File: config.mk
export PLATFORM = sky130hd
export DESIGN_NAME = engine_cfg_loader
export DESIGN_NICKNAME = d
export VERILOG_FILES = /design/src/cfg_loader_pkg.sv /design/src/cfg_word_filter.sv /design/src/cfg_field_loader.sv /design/src/cfg_record_queue.sv /design/src/engine_cfg_loader.sv
export SDC_FILE = /design/constraint.sdc
export NUM_CORES = 1
export LEC_CHECK = 0
export BUFFER_PORTS_ARGS = -buffer_cell sky130_fd_sc_hd__buf_2
export CAP_MARGIN = 10
export CORE_UTILIZATION = 35
export DETAILED_ROUTE_END_ITERATION = 12
export GPL_ROUTABILITY_DRIVEN = 0
export GPL_TIMING_DRIVEN = 0
export PLACE_DENSITY = 0.55
export REMOVE_ABC_BUFFERS = 1
export SLEW_MARGIN = 20
export SYNTH_ARGS = -nofsm -noshare
export SYNTH_HDL_FRONTEND = slang
export SYNTH_SLANG_ARGS = --single-unit
File: constraint.sdc
create_clock -name ap_clk -period 9.19 [get_ports ap_clk]
set_input_delay 0.919 -clock ap_clk [delete_from_list [all_inputs] [get_ports ap_clk]]
set_output_delay 0.919 -clock ap_clk [all_outputs]
set_load 0.01 [all_outputs]
File: src/cfg_loader_pkg.sv
// -----------------------------------------------
// Widths, command codes and record types shared by
// the configuration loader stages, by scoped names
// -----------------------------------------------
package cfg_loader_pkg;

    // -----------------------------------------------
    // Widths
    // -----------------------------------------------
    localparam int DATA_W    = 32;
    localparam int ADDR_W    = 32;
    localparam int SHIFT_W   = 5;
    localparam int CMD_W     = 2;
    localparam int ID_W      = 4;
    localparam int CFG_WORDS = 8;

    // Memory command carried by each response word
    typedef enum logic [CMD_W-1:0] {
        CMD_INVALID     = 2'd0,
        CMD_MEM_READ    = 2'd1,
        CMD_MEM_WRITE   = 2'd2,
        CMD_MEM_PROGRAM = 2'd3
    } mem_cmd_e;

    // One memory response word, 72 bits
    typedef struct packed {
        logic               valid;
        mem_cmd_e           cmd;
        logic [ADDR_W-1:0]  offset;
        logic [SHIFT_W-1:0] shift_amount;
        logic [DATA_W-1:0]  data;
    } mem_response_t;

    // -----------------------------------------------
    // Configuration word views
    // -----------------------------------------------
    // Flag bits sit at the bottom, increment in bit 0
    typedef struct packed {
        logic [DATA_W-6:0] reserved;
        logic              mode_counter;
        logic              mode_buffer;
        logic              mode_sequence;
        logic              decrement;
        logic              increment;
    } cfg_mode_view_t;

    typedef struct packed {
        logic              direction;
        logic [DATA_W-2:0] granularity;
    } cfg_shift_view_t;

    typedef union packed {
        logic [DATA_W-1:0] raw;
        cfg_mode_view_t    mode_view;
        cfg_shift_view_t   shift_view;
    } cfg_word_u;

    // Filtered word handed from filter to loader, 34 bits
    typedef struct packed {
        logic      valid;
        logic      first;
        cfg_word_u data;
    } cfg_word_t;

    // -----------------------------------------------
    // Finished record, 207 bits
    // -----------------------------------------------
    typedef struct packed {
        logic              increment;
        logic              decrement;
        logic              mode_sequence;
        logic              mode_buffer;
        logic              mode_counter;
        logic [DATA_W-1:0] index_start;
        logic [DATA_W-1:0] index_end;
        logic [DATA_W-1:0] stride;
        logic [DATA_W-2:0] granularity;
        logic              direction;
        mem_cmd_e          cmd;
        logic [ID_W-1:0]   id_module;
        logic [ID_W-1:0]   id_engine;
        logic [DATA_W-1:0] array_size;
        logic [DATA_W-1:0] const_value;
    } cfg_record_t;

endpackage

File: src/cfg_word_filter.sv
// -----------------------------------------------
// Decode stage: registers each response and keeps
// only program words inside this engine's window
// -----------------------------------------------
`timescale 1ns/1ps

module cfg_word_filter #(
    parameter int unsigned SEQ_MIN = 0
) (
    input  logic                          ap_clk,
    input  logic                          reset,
    input  cfg_loader_pkg::mem_response_t resp_in,
    input  logic                          loading,
    output cfg_loader_pkg::cfg_word_t     word
);

    // Upper bound of the window, exclusive
    localparam logic [cfg_loader_pkg::ADDR_W-1:0] SEQ_LO =
        cfg_loader_pkg::ADDR_W'(SEQ_MIN);
    localparam logic [cfg_loader_pkg::ADDR_W-1:0] SEQ_HI =
        cfg_loader_pkg::ADDR_W'(SEQ_MIN + cfg_loader_pkg::CFG_WORDS);

    logic                                valid_q;
    cfg_loader_pkg::mem_response_t       resp_q;
    logic [cfg_loader_pkg::ADDR_W-1:0]   scaled_offset;
    logic                                in_window;
    logic                                keep;

    // -----------------------------------------------
    // Input register
    // -----------------------------------------------
    always_ff @(posedge ap_clk) begin
        if (reset) begin
            valid_q <= 1'b0;
        end else begin
            valid_q <= resp_in.valid;
        end
    end

    always_ff @(posedge ap_clk) begin
        resp_q <= resp_in;
    end

    // -----------------------------------------------
    // Window check on the scaled offset
    // -----------------------------------------------
    assign scaled_offset = resp_q.offset >> resp_q.shift_amount;
    assign in_window     = (scaled_offset >= SEQ_LO) && (scaled_offset < SEQ_HI);
    assign keep          = valid_q && (resp_q.cmd == cfg_loader_pkg::CMD_MEM_PROGRAM)
                           && in_window;

    // Only a word at the window base may open a new record
    assign word.valid = keep;
    assign word.first = keep && (scaled_offset == SEQ_LO) && !loading;
    assign word.data  = resp_q.data;

endmodule

File: src/cfg_field_loader.sv
// -----------------------------------------------
// Execute stage: follows the one-hot word position
// and decodes each kept word into the record
// -----------------------------------------------
`timescale 1ns/1ps

module cfg_field_loader (
    input  logic                        ap_clk,
    input  logic                        reset,
    input  cfg_loader_pkg::cfg_word_t   word,
    output logic                        loading,
    output cfg_loader_pkg::cfg_record_t rec,
    output logic                        rec_valid
);

    localparam int N = cfg_loader_pkg::CFG_WORDS;

    // Position of the last stored word, zero when idle
    logic [N-1:0] pos;
    // Position of the word on the input this cycle
    logic [N-1:0] word_pos;
    logic         last_stored;

    assign loading = |pos;

    // -----------------------------------------------
    // Position sequencing
    // -----------------------------------------------
    always_comb begin
        word_pos = '0;
        if (word.valid) begin
            if (word.first) begin
                word_pos = N'(1);
            end else if (loading) begin
                word_pos = pos << 1;
            end
        end
    end

    always_ff @(posedge ap_clk) begin
        if (reset) begin
            pos         <= '0;
            last_stored <= 1'b0;
            rec_valid   <= 1'b0;
        end else begin
            rec_valid   <= last_stored;
            last_stored <= word_pos[N-1];
            if (|word_pos) begin
                // Clear right after the final word so the next run can open
                pos <= word_pos[N-1] ? '0 : word_pos;
            end
        end
    end

    // -----------------------------------------------
    // Field decode per position
    // -----------------------------------------------
    // Fields not written keep the value of the last record
    always_ff @(posedge ap_clk) begin
        case (1'b1)
            word_pos[0]: begin
                rec.increment     <= word.data.mode_view.increment;
                rec.decrement     <= word.data.mode_view.decrement;
                rec.mode_sequence <= word.data.mode_view.mode_sequence;
                rec.mode_buffer   <= word.data.mode_view.mode_buffer;
                rec.mode_counter  <= word.data.mode_view.mode_counter;
            end
            word_pos[1]: begin
                rec.index_start <= word.data.raw;
            end
            word_pos[2]: begin
                rec.index_end <= word.data.raw;
            end
            word_pos[3]: begin
                rec.stride <= word.data.raw;
            end
            word_pos[4]: begin
                rec.granularity <= word.data.shift_view.granularity;
                rec.direction   <= word.data.shift_view.direction;
            end
            word_pos[5]: begin
                // Target select: cmd, module id, engine id from the bottom up
                rec.cmd       <= cfg_loader_pkg::mem_cmd_e'(word.data.raw[1:0]);
                rec.id_module <= word.data.raw[5:2];
                rec.id_engine <= word.data.raw[9:6];
            end
            word_pos[6]: begin
                rec.array_size <= word.data.raw;
            end
            word_pos[7]: begin
                rec.const_value <= word.data.raw;
            end
            default: begin
                rec <= rec;
            end
        endcase
    end

endmodule

File: src/cfg_record_queue.sv
// -----------------------------------------------
// Result stage: register FIFO of finished records,
// released one per cycle while credits are held
// -----------------------------------------------
`timescale 1ns/1ps

module cfg_record_queue #(
    parameter int QUEUE_DEPTH = 4,
    parameter int CREDIT_INIT = 2
) (
    input  logic                                 ap_clk,
    input  logic                                 reset,
    input  cfg_loader_pkg::cfg_record_t          rec,
    input  logic                                 rec_valid,
    input  logic                                 credit_return,
    output cfg_loader_pkg::cfg_record_t          cfg_out,
    output logic                                 cfg_out_valid,
    output logic                                 cfg_ready,
    output logic                                 cfg_full,
    output logic [$clog2(QUEUE_DEPTH+1)-1:0]     queue_count
);

    localparam int PTR_W  = $clog2(QUEUE_DEPTH);
    localparam int CNT_W  = $clog2(QUEUE_DEPTH + 1);
    localparam int CRED_W = $clog2(CREDIT_INIT + 1);

    cfg_loader_pkg::cfg_record_t mem [QUEUE_DEPTH];
    logic [PTR_W-1:0]  wr_ptr;
    logic [PTR_W-1:0]  rd_ptr;
    logic [CNT_W-1:0]  count;
    logic [CRED_W-1:0] credits;
    logic              push;
    logic              pop;

    function automatic logic [PTR_W-1:0] next_ptr(input logic [PTR_W-1:0] ptr);
        next_ptr = (ptr == PTR_W'(QUEUE_DEPTH - 1)) ? '0 : ptr + 1'b1;
    endfunction

    // A record arriving on a full queue is dropped
    assign cfg_full    = (count == CNT_W'(QUEUE_DEPTH));
    assign push        = rec_valid && !cfg_full;
    assign pop         = (count != '0) && (credits != '0);
    assign queue_count = count;

    // -----------------------------------------------
    // Pointers, fill level and credits
    // -----------------------------------------------
    always_ff @(posedge ap_clk) begin
        if (reset) begin
            wr_ptr        <= '0;
            rd_ptr        <= '0;
            count         <= '0;
            credits       <= CRED_W'(CREDIT_INIT);
            cfg_out_valid <= 1'b0;
            cfg_ready     <= 1'b0;
        end else begin
            cfg_ready     <= 1'b1;
            cfg_out_valid <= pop;
            if (push) begin
                wr_ptr <= next_ptr(wr_ptr);
            end
            if (pop) begin
                rd_ptr <= next_ptr(rd_ptr);
            end
            case ({push, pop})
                2'b10:   count <= count + 1'b1;
                2'b01:   count <= count - 1'b1;
                default: count <= count;
            endcase
            case ({credit_return, pop})
                2'b10:   credits <= credits + 1'b1;
                2'b01:   credits <= credits - 1'b1;
                default: credits <= credits;
            endcase
        end
    end

    // Storage and output data
    always_ff @(posedge ap_clk) begin
        if (push) begin
            mem[wr_ptr] <= rec;
        end
        if (pop) begin
            cfg_out <= mem[rd_ptr];
        end
    end

endmodule

File: src/engine_cfg_loader.sv
// -----------------------------------------------
// Engine configuration loader top level: filter,
// field loader and credit-gated record queue
// -----------------------------------------------
`timescale 1ns/1ps

module engine_cfg_loader #(
    parameter int ENGINE_SLOT = 0,
    parameter int QUEUE_DEPTH = 4,
    parameter int CREDIT_INIT = 2
) (
    input  logic                             ap_clk,
    input  logic                             reset,
    input  cfg_loader_pkg::mem_response_t    resp_in,
    input  logic                             credit_return,
    output cfg_loader_pkg::cfg_record_t      cfg_out,
    output logic                             cfg_out_valid,
    output logic                             cfg_ready,
    output logic                             cfg_full,
    output logic [$clog2(QUEUE_DEPTH+1)-1:0] queue_count
);

    // Each engine owns one window of CFG_WORDS offsets
    localparam int unsigned SEQ_MIN = ENGINE_SLOT * cfg_loader_pkg::CFG_WORDS;

    cfg_loader_pkg::cfg_word_t   word;
    cfg_loader_pkg::cfg_record_t rec;
    logic                        loading;
    logic                        rec_valid;

    // -----------------------------------------------
    // Stages
    // -----------------------------------------------
    cfg_word_filter #(
        .SEQ_MIN(SEQ_MIN)
    ) u_filter (
        .ap_clk (ap_clk),
        .reset  (reset),
        .resp_in(resp_in),
        .loading(loading),
        .word   (word)
    );

    cfg_field_loader u_loader (
        .ap_clk   (ap_clk),
        .reset    (reset),
        .word     (word),
        .loading  (loading),
        .rec      (rec),
        .rec_valid(rec_valid)
    );

    cfg_record_queue #(
        .QUEUE_DEPTH(QUEUE_DEPTH),
        .CREDIT_INIT(CREDIT_INIT)
    ) u_queue (
        .ap_clk       (ap_clk),
        .reset        (reset),
        .rec          (rec),
        .rec_valid    (rec_valid),
        .credit_return(credit_return),
        .cfg_out      (cfg_out),
        .cfg_out_valid(cfg_out_valid),
        .cfg_ready    (cfg_ready),
        .cfg_full     (cfg_full),
        .queue_count  (queue_count)
    );

endmodule

# After elaboration in Yosys (flattened, before gate mapping)

Memories as Yosys holds them, arrays and structs flattened. A register that Yosys moved wholly into a read port is not among the register bits.
Index checks and enable logic that the tools add are counted.

Output and inout port bits: 213
Bits in writable memories: 828
Flip-flop bits (word level): 300
Memories: 1
Word-level logic and storage cells: 88

Bitwise gates (word level): 7
$lt $le $gt $ge: 2
Reductions and logical operators: 23
Shifts and indexed selects: 1
Multiplexer cells: 11
Eq/ne operators: 8
Add/subtract/negate cells: 6

Memories:

| name        | depth | width | rd ports | clocked after memory_dff | wr ports | RTL line               | RTL |
|---|---|---|---|---|---|---|---|
| u_queue.mem | 4     | 207   | 1        | 1                        | 1        | cfg_record_queue.sv:27 | `cfg_loader_pkg::cfg_record_t mem [QUEUE_DEPTH];` |

Operators by type and width:

| cell                                                         | number |
|---|---|
| >= comparator 32 x 1 -> 1 bit (second input constant)        | 1 |
| zero test 32 bit                                             | 1 |
| less-than comparator 32 x 4 -> 1 bit (second input constant) | 1 |
| >> shifter 32 x 5 -> 32 bit                                  | 1 |
| 2-to-1 mux 8 bit                                             | 3 |
| OR reduction 8 bit                                           | 2 |
| equality test 2 bit (second input constant)                  | 5 |
| AND reduction 8 bit                                          | 1 |
| logical AND 1 bit                                            | 7 |
| 2-to-1 mux 7 bit                                             | 1 |
| inverter 1 bit                                               | 7 |
| AND reduction 7 bit                                          | 1 |
| adder 2 x 1 -> 2 bit (second input constant)                 | 3 |
| case mux 3 bit (2 select lines)                              | 1 |
| AND reduction 6 bit                                          | 1 |
| nonzero test 2 bit                                           | 3 |
| AND reduction 5 bit                                          | 1 |
| equality test 2 x 1 -> 1 bit (second input constant)         | 2 |
| 2-to-1 mux 2 bit                                             | 2 |
| case mux 2 bit (2 select lines)                              | 1 |
| AND reduction 4 bit                                          | 1 |
| adder 3 x 1 -> 3 bit (second input constant)                 | 1 |
| equality test 3 bit (second input constant)                  | 1 |
| 2-to-1 mux 1 bit                                             | 3 |
| 6 further kinds                                              | 7 |

# Depth between registers and ports, before layout

Gate-level depths: netlist of the first run.

Depth in word-level cells: 10
Depth in mapped cells: 12

# By module

A second synthesis of the first run with hierarchy kept.

Cells, all modules: 1855
Area, all modules: 46076.7 µm²

By module, submodules not included:

| module           | times used | sequential area each (µm²) | area each (µm²) | cells each |
|---|---|---|---|---|
| cfg_record_queue | 1          | 31300.0                    | 36586.3         | 1349 |
| cfg_field_loader | 1          | 6396.1                     | 6688.9          | 254 |
| cfg_word_filter  | 1          | 1441.4                     | 2801.4          | 252 |

# Worst setup path after synthesis of the first run

No wires, ideal clock.

Path kind: register -> register
From: reg u_queue.count[0] (netlist: u_queue.queue_count[0])
To: reg u_queue.count[2] (netlist: u_queue.queue_count[2])
Path buffers: 0
Arrival: 6.311 ns
Stages on the path, launching flop included: 9
Path slack: 2.808 ns
Cell sequence: dfxtp_1 o32ai_1 inv_1 ha_1 inv_1 fa_1 xor2_1 or3_1 a21oi_1

RTL lines:

| what                                                                  | RTL line               | RTL |
|---|---|---|
| start, declared                                                       | cfg_record_queue.sv:30 | `logic [CNT_W-1:0] count;` |
| start signal, assigned                                                | cfg_record_queue.sv:66 | `2'b10: count <= count + 1'b1;` |
| start signal, assigned                                                | cfg_record_queue.sv:67 | `2'b01: count <= count - 1'b1;` |
| start signal, assigned                                                | cfg_record_queue.sv:68 | `default: count <= count;` |
| nonzero test 3 bit *                                                  | cfg_record_queue.sv:42 | `assign pop = (count != '0) && (credits != '0);` |
| logical AND 1 bit *                                                   | cfg_record_queue.sv:42 |  |
| net u_queue.pop                                                       | cfg_record_queue.sv:33 | `logic pop;` |
| equality test 2 x 1 -> 1 bit or equality test 2 bit (tied branches)   | cfg_record_queue.sv:65 | `case ({push, pop})` |
| case mux 3 bit (2 select lines) or nonzero test 2 bit (tied branches) | --                     |  |

The timed path passes the listed nets; every way through them passes the cells marked *.
A chain may end at the register's enable or synchronous reset.

# Worst setup path in the final report of the first run

From: reg u_filter.resp_q[32] (netlist bit)
To: reg u_loader.rec[93] (netlist name)

Word-level cells in the longest chain between the ends: 10

Ends and longest elaborated chain:

| what                                                                                  | RTL line               | RTL |
|---|---|---|
| start, declared                                                                       | cfg_word_filter.sv:24  | `cfg_loader_pkg::mem_response_t resp_q;` |
| start signal, assigned                                                                | cfg_word_filter.sv:41  | `resp_q <= resp_in;` |
| >> shifter 32 x 5 -> 32 bit *                                                         | cfg_word_filter.sv:47  | `assign scaled_offset = resp_q.offset >> resp_q.shift_amount;` |
| >= comparator 32 x 1 -> 1 bit or less-than comparator 32 x 4 -> 1 bit (tied branches) | cfg_word_filter.sv:48  | `assign in_window = (scaled_offset >= SEQ_LO) && (scaled_offset < SEQ_HI);` |
| logical AND 1 bit                                                                     | cfg_word_filter.sv:48  |  |
| logical AND 1 bit                                                                     | cfg_word_filter.sv:50  | `&& in_window;` |
| logical AND 1 bit (2 in a row)                                                        | cfg_word_filter.sv:54  | `assign word.first = keep && (scaled_offset == SEQ_LO) && !loading;` |
| 2-to-1 mux 8 bit                                                                      | cfg_field_loader.sv:32 | `if (word.first) begin` |
| 2-to-1 mux 8 bit *                                                                    | cfg_field_loader.sv:31 | `if (word.valid) begin` |
| inverter 1 bit (no line)                                                              | --                     |  |
| AND reduction 5 bit (no line) *                                                       | --                     |  |

Every way passes the cells marked *; elsewhere a longest branch is shown, timed or not.

==> results by group, run 1 <==
Floorplanning
  • Die footprint: approximately 130,000 µm²
  • Die outline height: around 360 µm
  • Floorplan core area: about 130,000 µm²
  • Die span in x: about 360 µm
  • Io pins: around 290
  • Starting utilization of the core area: 0.3531
  • Row Count: approximately 130

STA
  • Worst setup slack after layout: about 5.4 ns
  • Count of final setup violators: 0
  • Unrepaired setup endpoints after global routing: no
  • Hold Fails Final Rpt: 0
  • Max-slew headroom: 0.5145
  • Maximum achievable frequency: 0.2622 GHz
  • Sum Neg Setup Slack: 0 ns
  • Share of the cycle needed by the critical path after routing: 0.4150
  • Transition time at the pin with the least slew margin: roughly 0.73 ns
  • Worst Clk Skew: about 0.043 ns
  • Pins over their slew limit: 0
  • Period minus WS final: ~3.8 ns

Final layout
  • Area taken by multi-input logic gates: roughly 6300 µm²
  • Number of fill cells in the layout: about 11,000
  • Register cell area after layout: 39,150 µm²
  • Area growth syn-to-layout: 20.15%
  • Utilization of the core after routing: 0.4243
  • Layout cells sized above 1: 0.3307
  • Post-Layout Cell Count: around 4,100
  • Layout Nets: 2,332

Drt
  • Mean routed wirelength per cell: about 22 µm
  • Drt pass-1 iters: 7
  • Antenna violation net count after detailed routing: 0
  • Wirelength, routed: ~92,000 µm
  • Total via count in the routed design: between 15,000 and 20,000
  • Routed via count divided by cell count: between 4 and 5
  • DRC violation total after the first TritonRoute iteration: 1,539
  • Count of unresolved DRC violations after routing: 0

CTS
  • Number of buffers inserted by post-CTS setup repair: 0
  • CTS H-tree depth: 4
  • Clock slew at reported path FFs: 0.06 ns
  • Total CTS buffers: roughly 140
  • Count of hold-fix buffers inserted at cts: 0
  • Max clock buf depth: 3
  • Number of cells upsized or downsized after cts: 0
  • Number of sinks driven by the clock tree: 1,334
  • Clock Latency Late Sink: 0.77 ns
  • Clock tree from TritonCTS: yes
  • Root Buffer Master: sky130_fd_sc_hd__clkbuf_16

Global routing
  • Remaining global-route overflow: 0
  • GRT met1 Usage: 0.1861
  • Number of global-route vias before repair: around 21,000
  • Combined global-route utilization of all metal layers: 0.1406
  • Global routing met3 resource utilization: 0.03504
  • Busiest layer in global routing: met2
  • Maximum number of pins on one net before global-route repair: 80
  • Wire length of the first global-routing pass: 135,800 µm
  • Antenna violations before repair: 4
  • GRT met2 Usage: 0.2281

Synthesis
  • Synthesized flop and latch total: 1,334
  • Number of flops mapped to enable cells by yosys: around 1,200
  • Post-synthesis cell count: ~1,800
  • Library cell with the largest summed area after synthesis: sky130_fd_sc_hd__edfxtp_1
  • Async set-or-reset flop fraction in the synthesized netlist: 0
  • Cell variety after synth: 61
  • Total standard cell area after synthesis: ~46,000 µm²
  • Sequential element share of the synthesized area: 0.8560
  • Total of warnings raised by yosys: 0
  • Mapped Avg Cell Area: between 20 and 25 µm²
  • Top flip-flop cell by instance count after synthesis: sky130_fd_sc_hd__edfxtp_1
  • Fraction of synthesized cell area taken by the top area cell type: 0.8157
  • Ranking of synthesized cells by area: sky130_fd_sc_hd__edfxtp_1, sky130_fd_sc_hd__mux4_2, sky130_fd_sc_hd__dfxtp_1

Worst setup path
  • Critical path endpoint category: flip-flop
  • Crit Path Max Fanout: 25
  • Critical Setup Path Class: flip-flop to flip-flop
  • Data required, critical path: 9.63 ns
  • Largest delay contributor family on the critical path: simple AND/OR/NAND/NOR gates
  • Slowest library cell on the worst path: sky130_fd_sc_hd__dfxtp_2
  • Reg-to-Reg Start: u_filter.resp_q[32]
  • R2r setup slk: ~5.4 ns
  • Reg2reg path depth: 8
  • CP arrival: between 4 and 5 ns
  • Sequence of cells on the critical path: inv_2, mux2i_1, a21oi_1, nand4_1, a221o_1, and3b_2, and4b_4, buf_12
  • Buffering stage count on the worst path with inverters included: 2
  • Max incr delay on CP: around 0.76 ns
  • Timing startpoint of the critical path: u_filter.resp_q[32]
  • CP startpoint kind: flip-flop
  • Reg2Reg Capture Point: u_loader.rec[93]

Power
  • Leakage power: approximately 18 nW
  • Power per cell area: between 200 and 300 nW/µm²
  • Worst ir drop on vdd: ~0.00022 V

Placed design
  • HPWL reported at the end of detailed placement: around 53,000 µm
  • Port Buffer Count: around 290
  • Placed Cells: 3,848
  • Placement-stage worst setup slack: around 5.3 ns

Hold path
  • Startpoint of the worst hold path: resp_in[30]
  • Number of instances on the worst hold path: 1
  • Hold crit path type: input pin to flip-flop
  • Hold-critical path endpoint: u_filter.word[30]

Run
  • Number of violations of the max-capacitance limit: 0

Status
  • Run status: completed
-- worst max-delay path by stage --
| stage | slack (ns) | end | cells past startpoint |
|---|---|---|---|
| finish | 5.38 | u_loader.rec[93] | 8 |
| CTS | 5.33 | u_loader.rec[93] | 8 |
| global route | 5.12 | u_loader.rec[93] | 8 |
| global placement | -5.68 | u_queue.cfg_out[68] | 1 |
| floorplan | -0.42 | u_queue.rd_ptr[0] | 4 |
| detailed placement | 5.33 | u_loader.rec[18] | 9 |
-- report_power, final --
part           total, W  internal [W]  switching [W]  leakage [nW]
Sequential      0.00762       0.00734       0.000283          12.0
Combinational   0.00239       0.00105        0.00133          3.38
Clock           0.00558       0.00328        0.00230          2.25
Total            0.0156        0.0117        0.00391          17.6
-- through the flow --
step,cell area (µm²),hold slack (ns),total power (W)
2_1_floorplan,45450,0.4138,0.009533
3_3_place_gp,49060,0.4540,0.009863
3_5_place_dp,50310,0.4285,0.01024
4_1_cts,54930,0.1673,0.01588
5_1_grt,54930,0.2010,0.01625
6_report,54940,0.2523,0.01559
-- layout make-up --
type                       count  area share
tap                         1742     0.03968
clock buffer                 190     0.07095
multi-input combinational    419      0.1145
antenna                        1  0.00004555
clock inverter                72     0.01316
timing repair buffer         336     0.04772
inverter                      17    0.001298
sequential                  1334      0.7126
-- placed cells by master, fill, tap and decap left out, types with 5 or more instances in the layout --
cell type,instances
sky130_fd_sc_hd__buf_16,30
sky130_fd_sc_hd__clkinv_2,22
sky130_fd_sc_hd__mux4_2,213
sky130_fd_sc_hd__buf_2,287
sky130_fd_sc_hd__clkinvlp_4,5
sky130_fd_sc_hd__edfxtp_1,1242
sky130_fd_sc_hd__inv_1,14
sky130_fd_sc_hd__clkinv_1,19
sky130_fd_sc_hd__bufinv_16,10
sky130_fd_sc_hd__clkbuf_1,35
sky130_fd_sc_hd__a21oi_1,10
sky130_fd_sc_hd__clkbuf_16,145
sky130_fd_sc_hd__dfxtp_1,88
sky130_fd_sc_hd__o21ai_0,10
sky130_fd_sc_hd__nand2_1,19
sky130_fd_sc_hd__nor3_1,15
sky130_fd_sc_hd__ha_1,7
sky130_fd_sc_hd__nor2_1,24
sky130_fd_sc_hd__o211ai_1,6
sky130_fd_sc_hd__and2_4,5
sky130_fd_sc_hd__clkbuf_8,10
sky130_fd_sc_hd__buf_12,17
sky130_fd_sc_hd__inv_6,8
sky130_fd_sc_hd__mux2i_1,32
-- cells by family after synthesis --
| family | after synthesis | share of synthesized area |
|---|---|---|
| AND/OR/NAND/NOR | 99 | 0.01125 |
| flip-flops | 1334 | 0.8560 |
| buffers and inverters | 77 | 0.007416 |
| XOR/XNOR | 4 | 0.0007664 |
| AO/OA/AOI/OAI | 60 | 0.009441 |
| multiplexers | 248 | 0.1128 |
| adder cells (fa/ha/maj) | 8 | 0.002353 |
-- Yosys cell counts, drive strengths merged, types with 10 or more instances --
cell type,number
edfxtp,1242
mux4,213
dfxtp,92
buf,41
mux2i,33
nor2,25
clkbuf,19
nand2,19
inv,16
nor3,15
a21oi,10
o21ai,10
-- layer usage --
metal  vias to the layer above  routed length (µm)
li1                       8547                   -
met3                       152                5022
met2                       585               45110
met1                     10430               39870
met5                         -                  17
met4                         2                2023
-- flip-flops by register name, indices dropped and copies added (netlist names) --
name,cells
u_filter.word,32
u_loader.pos,7
u_queue.cfg_out,207
u_loader.rec_valid,1
u_filter.valid_q,1
u_loader.last_stored,1
u_queue.mem,828
u_queue.queue_count,3
u_loader.rec,207
u_queue.wr_ptr,2
u_filter.resp_q,39
u_queue.credits,2
u_queue.rd_ptr,2
u_queue.cfg_out_valid,1
u_queue.cfg_ready,1
(Power assumes the default switching activity.)
==> run 2: changes to the inputs <==
Settings changed: ABC_AREA from default to 1.
Clock period 9.19 ns to 3.55 ns, I/O delays scaled along.
==> run 2 against run 1 <==
First-iteration DRC count is 32% higher. Non-clock buffer count grew 156. Utilization rose by 1.3 points. Cell count rose by 28%. Flip-flop and latch count stayed put. Via count rose by 30%. Global-route usage up 1.5 points. Sequential power grew to 2.6 times the previous value. Cell area grew 4.7%. Largest power group unchanged. Highest routed layer is now met4.
==> results by group, run 2 <==
Worst setup path
  • Critical path endpoint category: flip-flop
  • Reg2Reg Capture Point: u_loader.rec[83]
  • Buffering stage count on the worst path with inverters included: 5
  • Critical Setup Path Class: flip-flop to flip-flop
  • CP startpoint kind: flip-flop
  • Most prevalent standard cell on the critical path: sky130_fd_sc_hd__nand2_1
  • Data required, critical path: 4.01 ns
  • Largest delay contributor family on the critical path: simple AND/OR/NAND/NOR gates
  • Slowest library cell on the worst path: sky130_fd_sc_hd__nor3_4
  • Critical Path End: u_loader.rec[83]
  • Reg2reg path depth: 16
  • Reg-to-Reg Start: u_filter.resp_q[32]
  • Timing startpoint of the critical path: u_filter.resp_q[32]
  • Sequence of cells on the critical path: inv_6, nand2_1, nand3_1, nand3_1, o21ai_0, a21oi_1, nand2_1, nor2_1, nand2_1, inv_2, o211ai_1, o21ai_0, nor3_4, buf_4, buf_6, buf_4
  • R2r setup slk: 0.26 ns
  • CP arrival: between 3 and 4 ns
  • Max incr delay on CP: 0.43 ns
  • Crit Path Max Fanout: 30
  • Number of cells on the critical path: 16

Synthesis
  • Library cell with the largest summed area after synthesis: sky130_fd_sc_hd__edfxtp_1
  • Most frequent cells after synthesis: sky130_fd_sc_hd__edfxtp_1, sky130_fd_sc_hd__nor2_1, sky130_fd_sc_hd__o21ai_0, sky130_fd_sc_hd__o22ai_1, sky130_fd_sc_hd__nand2_1
  • Async set-or-reset flop fraction in the synthesized netlist: 0
  • Cell variety after synth: 35
  • Total of warnings raised by yosys: 0
  • Top flip-flop cell by instance count after synthesis: sky130_fd_sc_hd__edfxtp_1
  • Mapped Avg Cell Area: approximately 16 µm²
  • Number of flops mapped to enable cells by yosys: 1,242
  • Fraction of synthesized cell area taken by the top area cell type: 0.8013
  • Synthesized flop and latch total: between 1,000 and 1,500
  • Total standard cell area after synthesis: about 47,000 µm²
  • Most common cell in the netlist: sky130_fd_sc_hd__edfxtp_1
  • Post-synthesis cell count: just under 3,000
  • Ranking of synthesized cells by area: sky130_fd_sc_hd__edfxtp_1, sky130_fd_sc_hd__o21ai_0, sky130_fd_sc_hd__dfxtp_1
  • Sequential element share of the synthesized area: 0.8409

Final layout
  • Ant diodes: 0
  • Leading cell types in the layout, fill and taps excluded: sky130_fd_sc_hd__edfxtp_1, sky130_fd_sc_hd__nor2_1, sky130_fd_sc_hd__o21ai_0
  • Final standard cell area without fillers: around 57,000 µm²
  • Utilization of the core after routing: 0.4368
  • Layout Nets: between 3,000 and 4,000
  • Number of fill cells in the layout: ~12,000
  • Area growth syn-to-layout: 23.53%
  • Largest registers: u_queue.mem: 828 flops, u_loader.rec: 207 flops, u_queue.cfg_out: 207 flops
  • Flip-flop count of the largest register, all copies and words added: between 800 and 900
  • Top reg by flops: u_queue.mem
  • Layout cells sized above 1: 0.1829
  • Commonest non-fill, non-tap cell in the layout: sky130_fd_sc_hd__edfxtp_1

Power
  • Power per cell area: between 700 and 800 nW/µm²
  • Power Total: between 0.04 and 0.05 W
  • Net switching power: around 0.013 W
  • Leakage power: 19.51 nW
  • Power share of the sequential group: 0.461
  • Internal power contribution: roughly 0.031 W
  • Worst ir drop on vdd: ~0.00045 V
  • Clock group share of total power: 0.331
  • Net switching share of the total power: 0.2911
  • Share of power burned in combinational logic: 0.207

Global routing
  • Wire length of the first global-routing pass: ~160,000 µm
  • Remaining global-route overflow: 0
  • Combined global-route utilization of all metal layers: 0.1553
  • Antenna violations before repair: 4
  • Maximum number of pins on one net before global-route repair: approximately 110
  • Number of global-route vias before repair: 24,980

Drt
  • Wirelength, routed: between 100,000 and 150,000 µm
  • Drt pass-1 iters: 7
  • DRC violation total after the first TritonRoute iteration: ~2,000
  • Mean routed wirelength per cell: roughly 20 µm
  • Routed via count divided by cell count: around 4.9
  • Antenna violation net count after detailed routing: 0
  • Total via count in the routed design: around 26,000
  • Count of unresolved DRC violations after routing: 0

STA
  • Transition time at the pin with the least slew margin: a little under 1 ns
  • Period minus WS final: ~3.3 ns
  • Share of the cycle needed by the critical path after routing: 0.9268
  • Pins over their slew limit: 0
  • Unrepaired setup endpoints after global routing: no
  • Worst Clk Skew: about 0.05 ns
  • Hold Fails Final Rpt: 0
  • Count of final setup violators: 0
  • Max-slew headroom: 0.3389
  • Maximum achievable frequency: 0.3039 GHz

Placed design
  • Cell area after placement: 52,040 µm²
  • Port Buffer Count: 287
  • HPWL reported at the end of detailed placement: ~64,000 µm

Floorplanning
  • Starting utilization of the core area: 0.3536
  • Die span in x: 366.7 µm
  • Die outline height: roughly 370 µm
  • Floorplan core area: ~130,000 µm²
  • Io pins: between 200 and 300
  • Row Count: about 130
  • Die footprint: between 100,000 and 150,000 µm²

CTS
  • Max clock buf depth: 3
  • CTS H-tree depth: 4
  • Total CTS buffers: 141
  • Root Buffer Master: sky130_fd_sc_hd__clkbuf_16
  • Clock Latency Late Sink: a little under 0.8 ns
  • Clock tree from TritonCTS: yes
  • Number of sinks driven by the clock tree: ~1,300
  • Clock slew at reported path FFs: 0.05 ns

Status
  • Run status: completed

Hold path
  • Hold crit path type: input pin to flip-flop

Run
  • Number of violations of the max-capacitance limit: 0
run 2: changes by cell type after synthesis, moves of 11 or more:
cell	previous run	this run
sky130_fd_sc_hd__o21ai_0	10	429
sky130_fd_sc_hd__nand3_1	3	94
sky130_fd_sc_hd__mux4_2	213	0
sky130_fd_sc_hd__nand2_1	19	155
sky130_fd_sc_hd__clkbuf_1	19	134
sky130_fd_sc_hd__nor2_1	24	453
sky130_fd_sc_hd__nor3_1	15	4
sky130_fd_sc_hd__a21oi_1	10	22
sky130_fd_sc_hd__mux2i_1	32	0
sky130_fd_sc_hd__o22ai_1	4	207
sky130_fd_sc_hd__inv_1	15	37
sky130_fd_sc_hd__buf_1	29	6
run 2: cell families after synthesis:
logic type,after synthesis,share of synthesized area
flip-flops,1334,0.8409
AND/OR/NAND/NOR,722,0.06188
adder cells (fa/ha/maj),8,0.002312
buffers and inverters,200,0.01669
AO/OA/AOI/OAI,670,0.07825
run 2: power by group through the flow:
stage | clock network, W | logic [W] | registers (W)
after floorplan | 0 | 0.00154 | 0.0190
after global placement | 0 | 0.00187 | 0.0185
after detailed placement | 0 | 0.00911 | 0.0205
after CTS | 0.0148 | 0.00920 | 0.0202
after global routing | 0.0154 | 0.00994 | 0.0202
final | 0.0144 | 0.00903 | 0.0201
run 2: cell type report:
type,count,area [µm²],share of cell area
Sequential cell,1334,39160,0.6810
Multi-Input combinational cell,1400,6734,0.1171
Timing Repair Buffer,492,4621,0.08036
Clock buffer,202,3978,0.06918
Tap cell,1755,2196,0.03819
Clock inverter,54,618.1,0.01075
Inverter,45,196.4,0.003416
run 2: metrics by stage:
step	hold slack [ns]	instances	setup WS [ns]	setup TNS (ns)
floorplan	0.3827	2779	-10.50	-9821.23
global placement	0.4191	4821	-30.83	-
detailed placement	0.4109	4947	-1.184	-105.30
CTS	0.1212	5279	0.001197	0
global route	0.1506	5282	0.007395	0
finish	0.1968	5282	0.2598	0
run 2: worst min path at each step:
stage                          from             endpoint  cells past startpoint
6_report                resp_in[52]  u_filter.resp_q[52]                      2
5_1_grt                 resp_in[53]  u_filter.resp_q[53]                      2
4_1_cts                 resp_in[40]  u_filter.resp_q[40]                      2
3_5_place_dp   u_loader.last_stored   u_loader.rec_valid                      2
3_3_place_gp   u_loader.last_stored   u_loader.rec_valid                      2
2_1_floorplan           resp_in[32]  u_filter.resp_q[32]                      0
run 2: repair_timing:
action                                  4_1_cts  5_1_grt
pin swaps                                     1        1
gates resized for setup                      14        5
hold buffers                                 75        0
setup buffers                                 2        4
endpoints found under the hold margin        86        0
endpoints found under the setup margin      199       42
run 2: per-layer routing:
layer / track usage / share of wire / up-vias / wire [µm]
met2: 0.2538 / 0.48 / 584 / 51060
met4: 0.04635 / 0.021 / 0 / 2247
met5: 0 / 0 / - / 0
li1: - / - / 12030 / -
met3: 0.03985 / 0.056 / 155 / 5969
met1: 0.2031 / 0.44 / 12860 / 46540
==> run 3: changes to the inputs <==
Settings changed: ABC_AREA 1 to default, SLEW_MARGIN 20 to default.
==> run 3 against run 2 <==
Critical path depth shrank 8. Maximum frequency shrank 1.1%. Cell count shrank 21%. First-iteration DRC count down 25%. Routed wire length is 12% lower. Critical endpoint is now u_loader.rec[203]. Largest power group unchanged.
==> results by group, run 3 (synthesized netlist as in run 1, its figures left out) <==
Floorplanning
  • Starting utilization of the core area: 0.3531
  • Die footprint: 132,100 µm²
  • Io pins: ~290
  • Floorplan core area: ~130,000 µm²
  • Row Count: 132
  • Die outline height: between 300 and 400 µm
  • Die span in x: around 360 µm

Final layout
  • Leading cell types in the layout, fill and taps excluded: sky130_fd_sc_hd__edfxtp_1, sky130_fd_sc_hd__buf_2, sky130_fd_sc_hd__mux4_2
  • Layout cells sized above 1: 0.3206
  • Area growth syn-to-layout: 21.52%
  • Largest registers: u_queue.mem: 828 flops, u_loader.rec: 207 flops, u_queue.cfg_out: 207 flops
  • Top reg by flops: u_queue.mem
  • Layout Nets: about 2,400
  • Utilization of the core after routing: 0.4291
  • Flip-flop count of the largest register, all copies and words added: 828
  • Ant diodes: 0
  • Final standard cell area without fillers: about 56,000 µm²
  • Commonest non-fill, non-tap cell in the layout: sky130_fd_sc_hd__edfxtp_1

CTS
  • Clock tree from TritonCTS: yes
  • Number of sinks driven by the clock tree: approximately 1,300
  • Total CTS buffers: between 100 and 150
  • Root Buffer Master: sky130_fd_sc_hd__clkbuf_16
  • Max clock buf depth: 3
  • Clock slew at reported path FFs: 0.06 ns
  • Clock Latency Late Sink: 0.77 ns
  • CTS H-tree depth: 4

Worst setup path
  • Critical path endpoint category: flip-flop
  • Critical Setup Path Class: flip-flop to flip-flop
  • Data required, critical path: roughly 3.9 ns
  • Crit Path Max Fanout: 26
  • CP startpoint kind: flip-flop
  • CP arrival: about 3.7 ns

Drt
  • Routed via count divided by cell count: around 4.8
  • Mean routed wirelength per cell: 22.35 µm
  • DRC violation total after the first TritonRoute iteration: about 1,500
  • Drt pass-1 iters: 5
  • Antenna violation net count after detailed routing: 0
  • Count of unresolved DRC violations after routing: 0
  • Total via count in the routed design: ~20,000
  • Wirelength, routed: ~93,000 µm

Global routing
  • Combined global-route utilization of all metal layers: 0.1422
  • Number of global-route vias before repair: roughly 22,000
  • Wire length of the first global-routing pass: 137,100 µm
  • Antenna violations before repair: 4
  • Maximum number of pins on one net before global-route repair: between 80 and 90
  • Remaining global-route overflow: 0

STA
  • Sum Neg Setup Slack: 0 ns
  • Count of final setup violators: 0
  • Transition time at the pin with the least slew margin: between 1 and 1.5 ns
  • Unrepaired setup endpoints after global routing: no
  • Max-slew headroom: 0.2054
  • Pins over their slew limit: 0
  • Period minus WS final: between 3 and 4 ns
  • Worst Clk Skew: 0.03019 ns
  • Share of the cycle needed by the critical path after routing: 0.9370
  • Maximum achievable frequency: between 0.3 and 0.4 GHz
  • Hold Fails Final Rpt: 0

Status
  • Run status: completed

Power
  • Power per cell area: between 700 and 800 nW/µm²
  • Worst ir drop on vdd: roughly 0.00070 V
  • Clock group share of total power: 0.357
  • Power Total: about 0.04 W
  • Net switching share of the total power: 0.2526
  • Share of power burned in combinational logic: 0.153
  • Leakage power: 17.89 nW
  • Internal power contribution: between 0.03 and 0.04 W
  • Power share of the sequential group: 0.490
  • Net switching power: ~0.010 W

Placed design
  • HPWL reported at the end of detailed placement: 51,320 µm
  • Cell area after placement: ~50,000 µm²
  • Port Buffer Count: around 290

Hold path
  • Hold crit path type: input pin to flip-flop

Run
  • Number of violations of the max-capacitance limit: 0
[run 3: cell count changes in the layout (fill, tap and decap cells not counted), sizes merged, moves of 25 or more]
| cell | change |
|---|---|
| buf | -86 |
| mux2i | +33 |
| inv | -25 |
| mux4 | +213 |
| o21ai | -423 |
| nor2 | -430 |
| nand3 | -91 |
| nand2 | -139 |
| o22ai | -203 |
[run 3: power by group through the flow]
stage / clock, W / combinational (W) / sequential [W]
5_1_grt: 0.0154 / 0.00670 / 0.0199
3_5_place_dp: 0 / 0.00632 / 0.0201
2_1_floorplan: 0 / 0.00203 / 0.0196
4_1_cts: 0.0148 / 0.00640 / 0.0198
3_3_place_gp: 0 / 0.00242 / 0.0188
6_report: 0.0144 / 0.00618 / 0.0198
[run 3: timing repair]
action	CTS	global route
hold buffers	74	0
resized for setup	3	2
endpoints found under the setup margin	208	69
setup buffers	4	3
pin swaps	3	3
endpoints found under the hold margin	83	0
[run 3: layer usage]
layer | up-vias | GRT usage | share of wire
li1 | 8667 | - | -
met1 | 10610 | 0.1835 | 0.43
met2 | 568 | 0.2352 | 0.49
met3 | 138 | 0.03652 | 0.056
met4 | 0 | 0.04468 | 0.021
met5 | - | 0 | 0
[run 3: layout make-up]
type	count	area [µm²]
fill	11100	73920
clock inverter	77	708.2
clock buffer	182	3909
sequential	1334	39150
timing repair buffer	404	3247
tap	1742	2180
multi-input combinational	419	6295
inverter	17	71.32
[run 3: worst paths after layout]
| check | slack [ns] | end | cells past startpoint | startpoint |
|---|---|---|---|---|
| setup / recovery | 0.22 | u_loader.rec[203] | 8 | u_filter.resp_q[33] |
| hold / removal | 0.09 | u_queue.credits[0] | 5 | credit_return |
| setup reg to reg | 0.22 | u_loader.rec[203] | 8 | u_filter.resp_q[33] |
| hold reg to reg | 0.47 | u_queue.mem[2][111] | 0 | u_loader.rec[111] |
[run 3: metrics by stage]
stage	instances	setup WS, ns	hold WS [ns]
6_report	4175	0.2237	0.09198
2_1_floorplan	1770	-6.064	0.3827
3_5_place_dp	3835	-0.7583	0.4391
4_1_cts	4172	0.04273	0.03264
3_3_place_gp	3799	-11.32	0.4540
5_1_grt	4175	0.09221	0.07621
[run 3: critical path, cell delays in order, from the launching register on]
cell                      delay [ns]
sky130_fd_sc_hd__dfxtp_4        0.60
sky130_fd_sc_hd__mux2i_1        0.40
sky130_fd_sc_hd__mux2i_1        0.17
sky130_fd_sc_hd__o21a_1         0.21
sky130_fd_sc_hd__or4b_1         0.50
sky130_fd_sc_hd__a32oi_1        0.29
sky130_fd_sc_hd__a31oi_1        0.12
sky130_fd_sc_hd__and2b_1        0.24
sky130_fd_sc_hd__and2_1         0.41
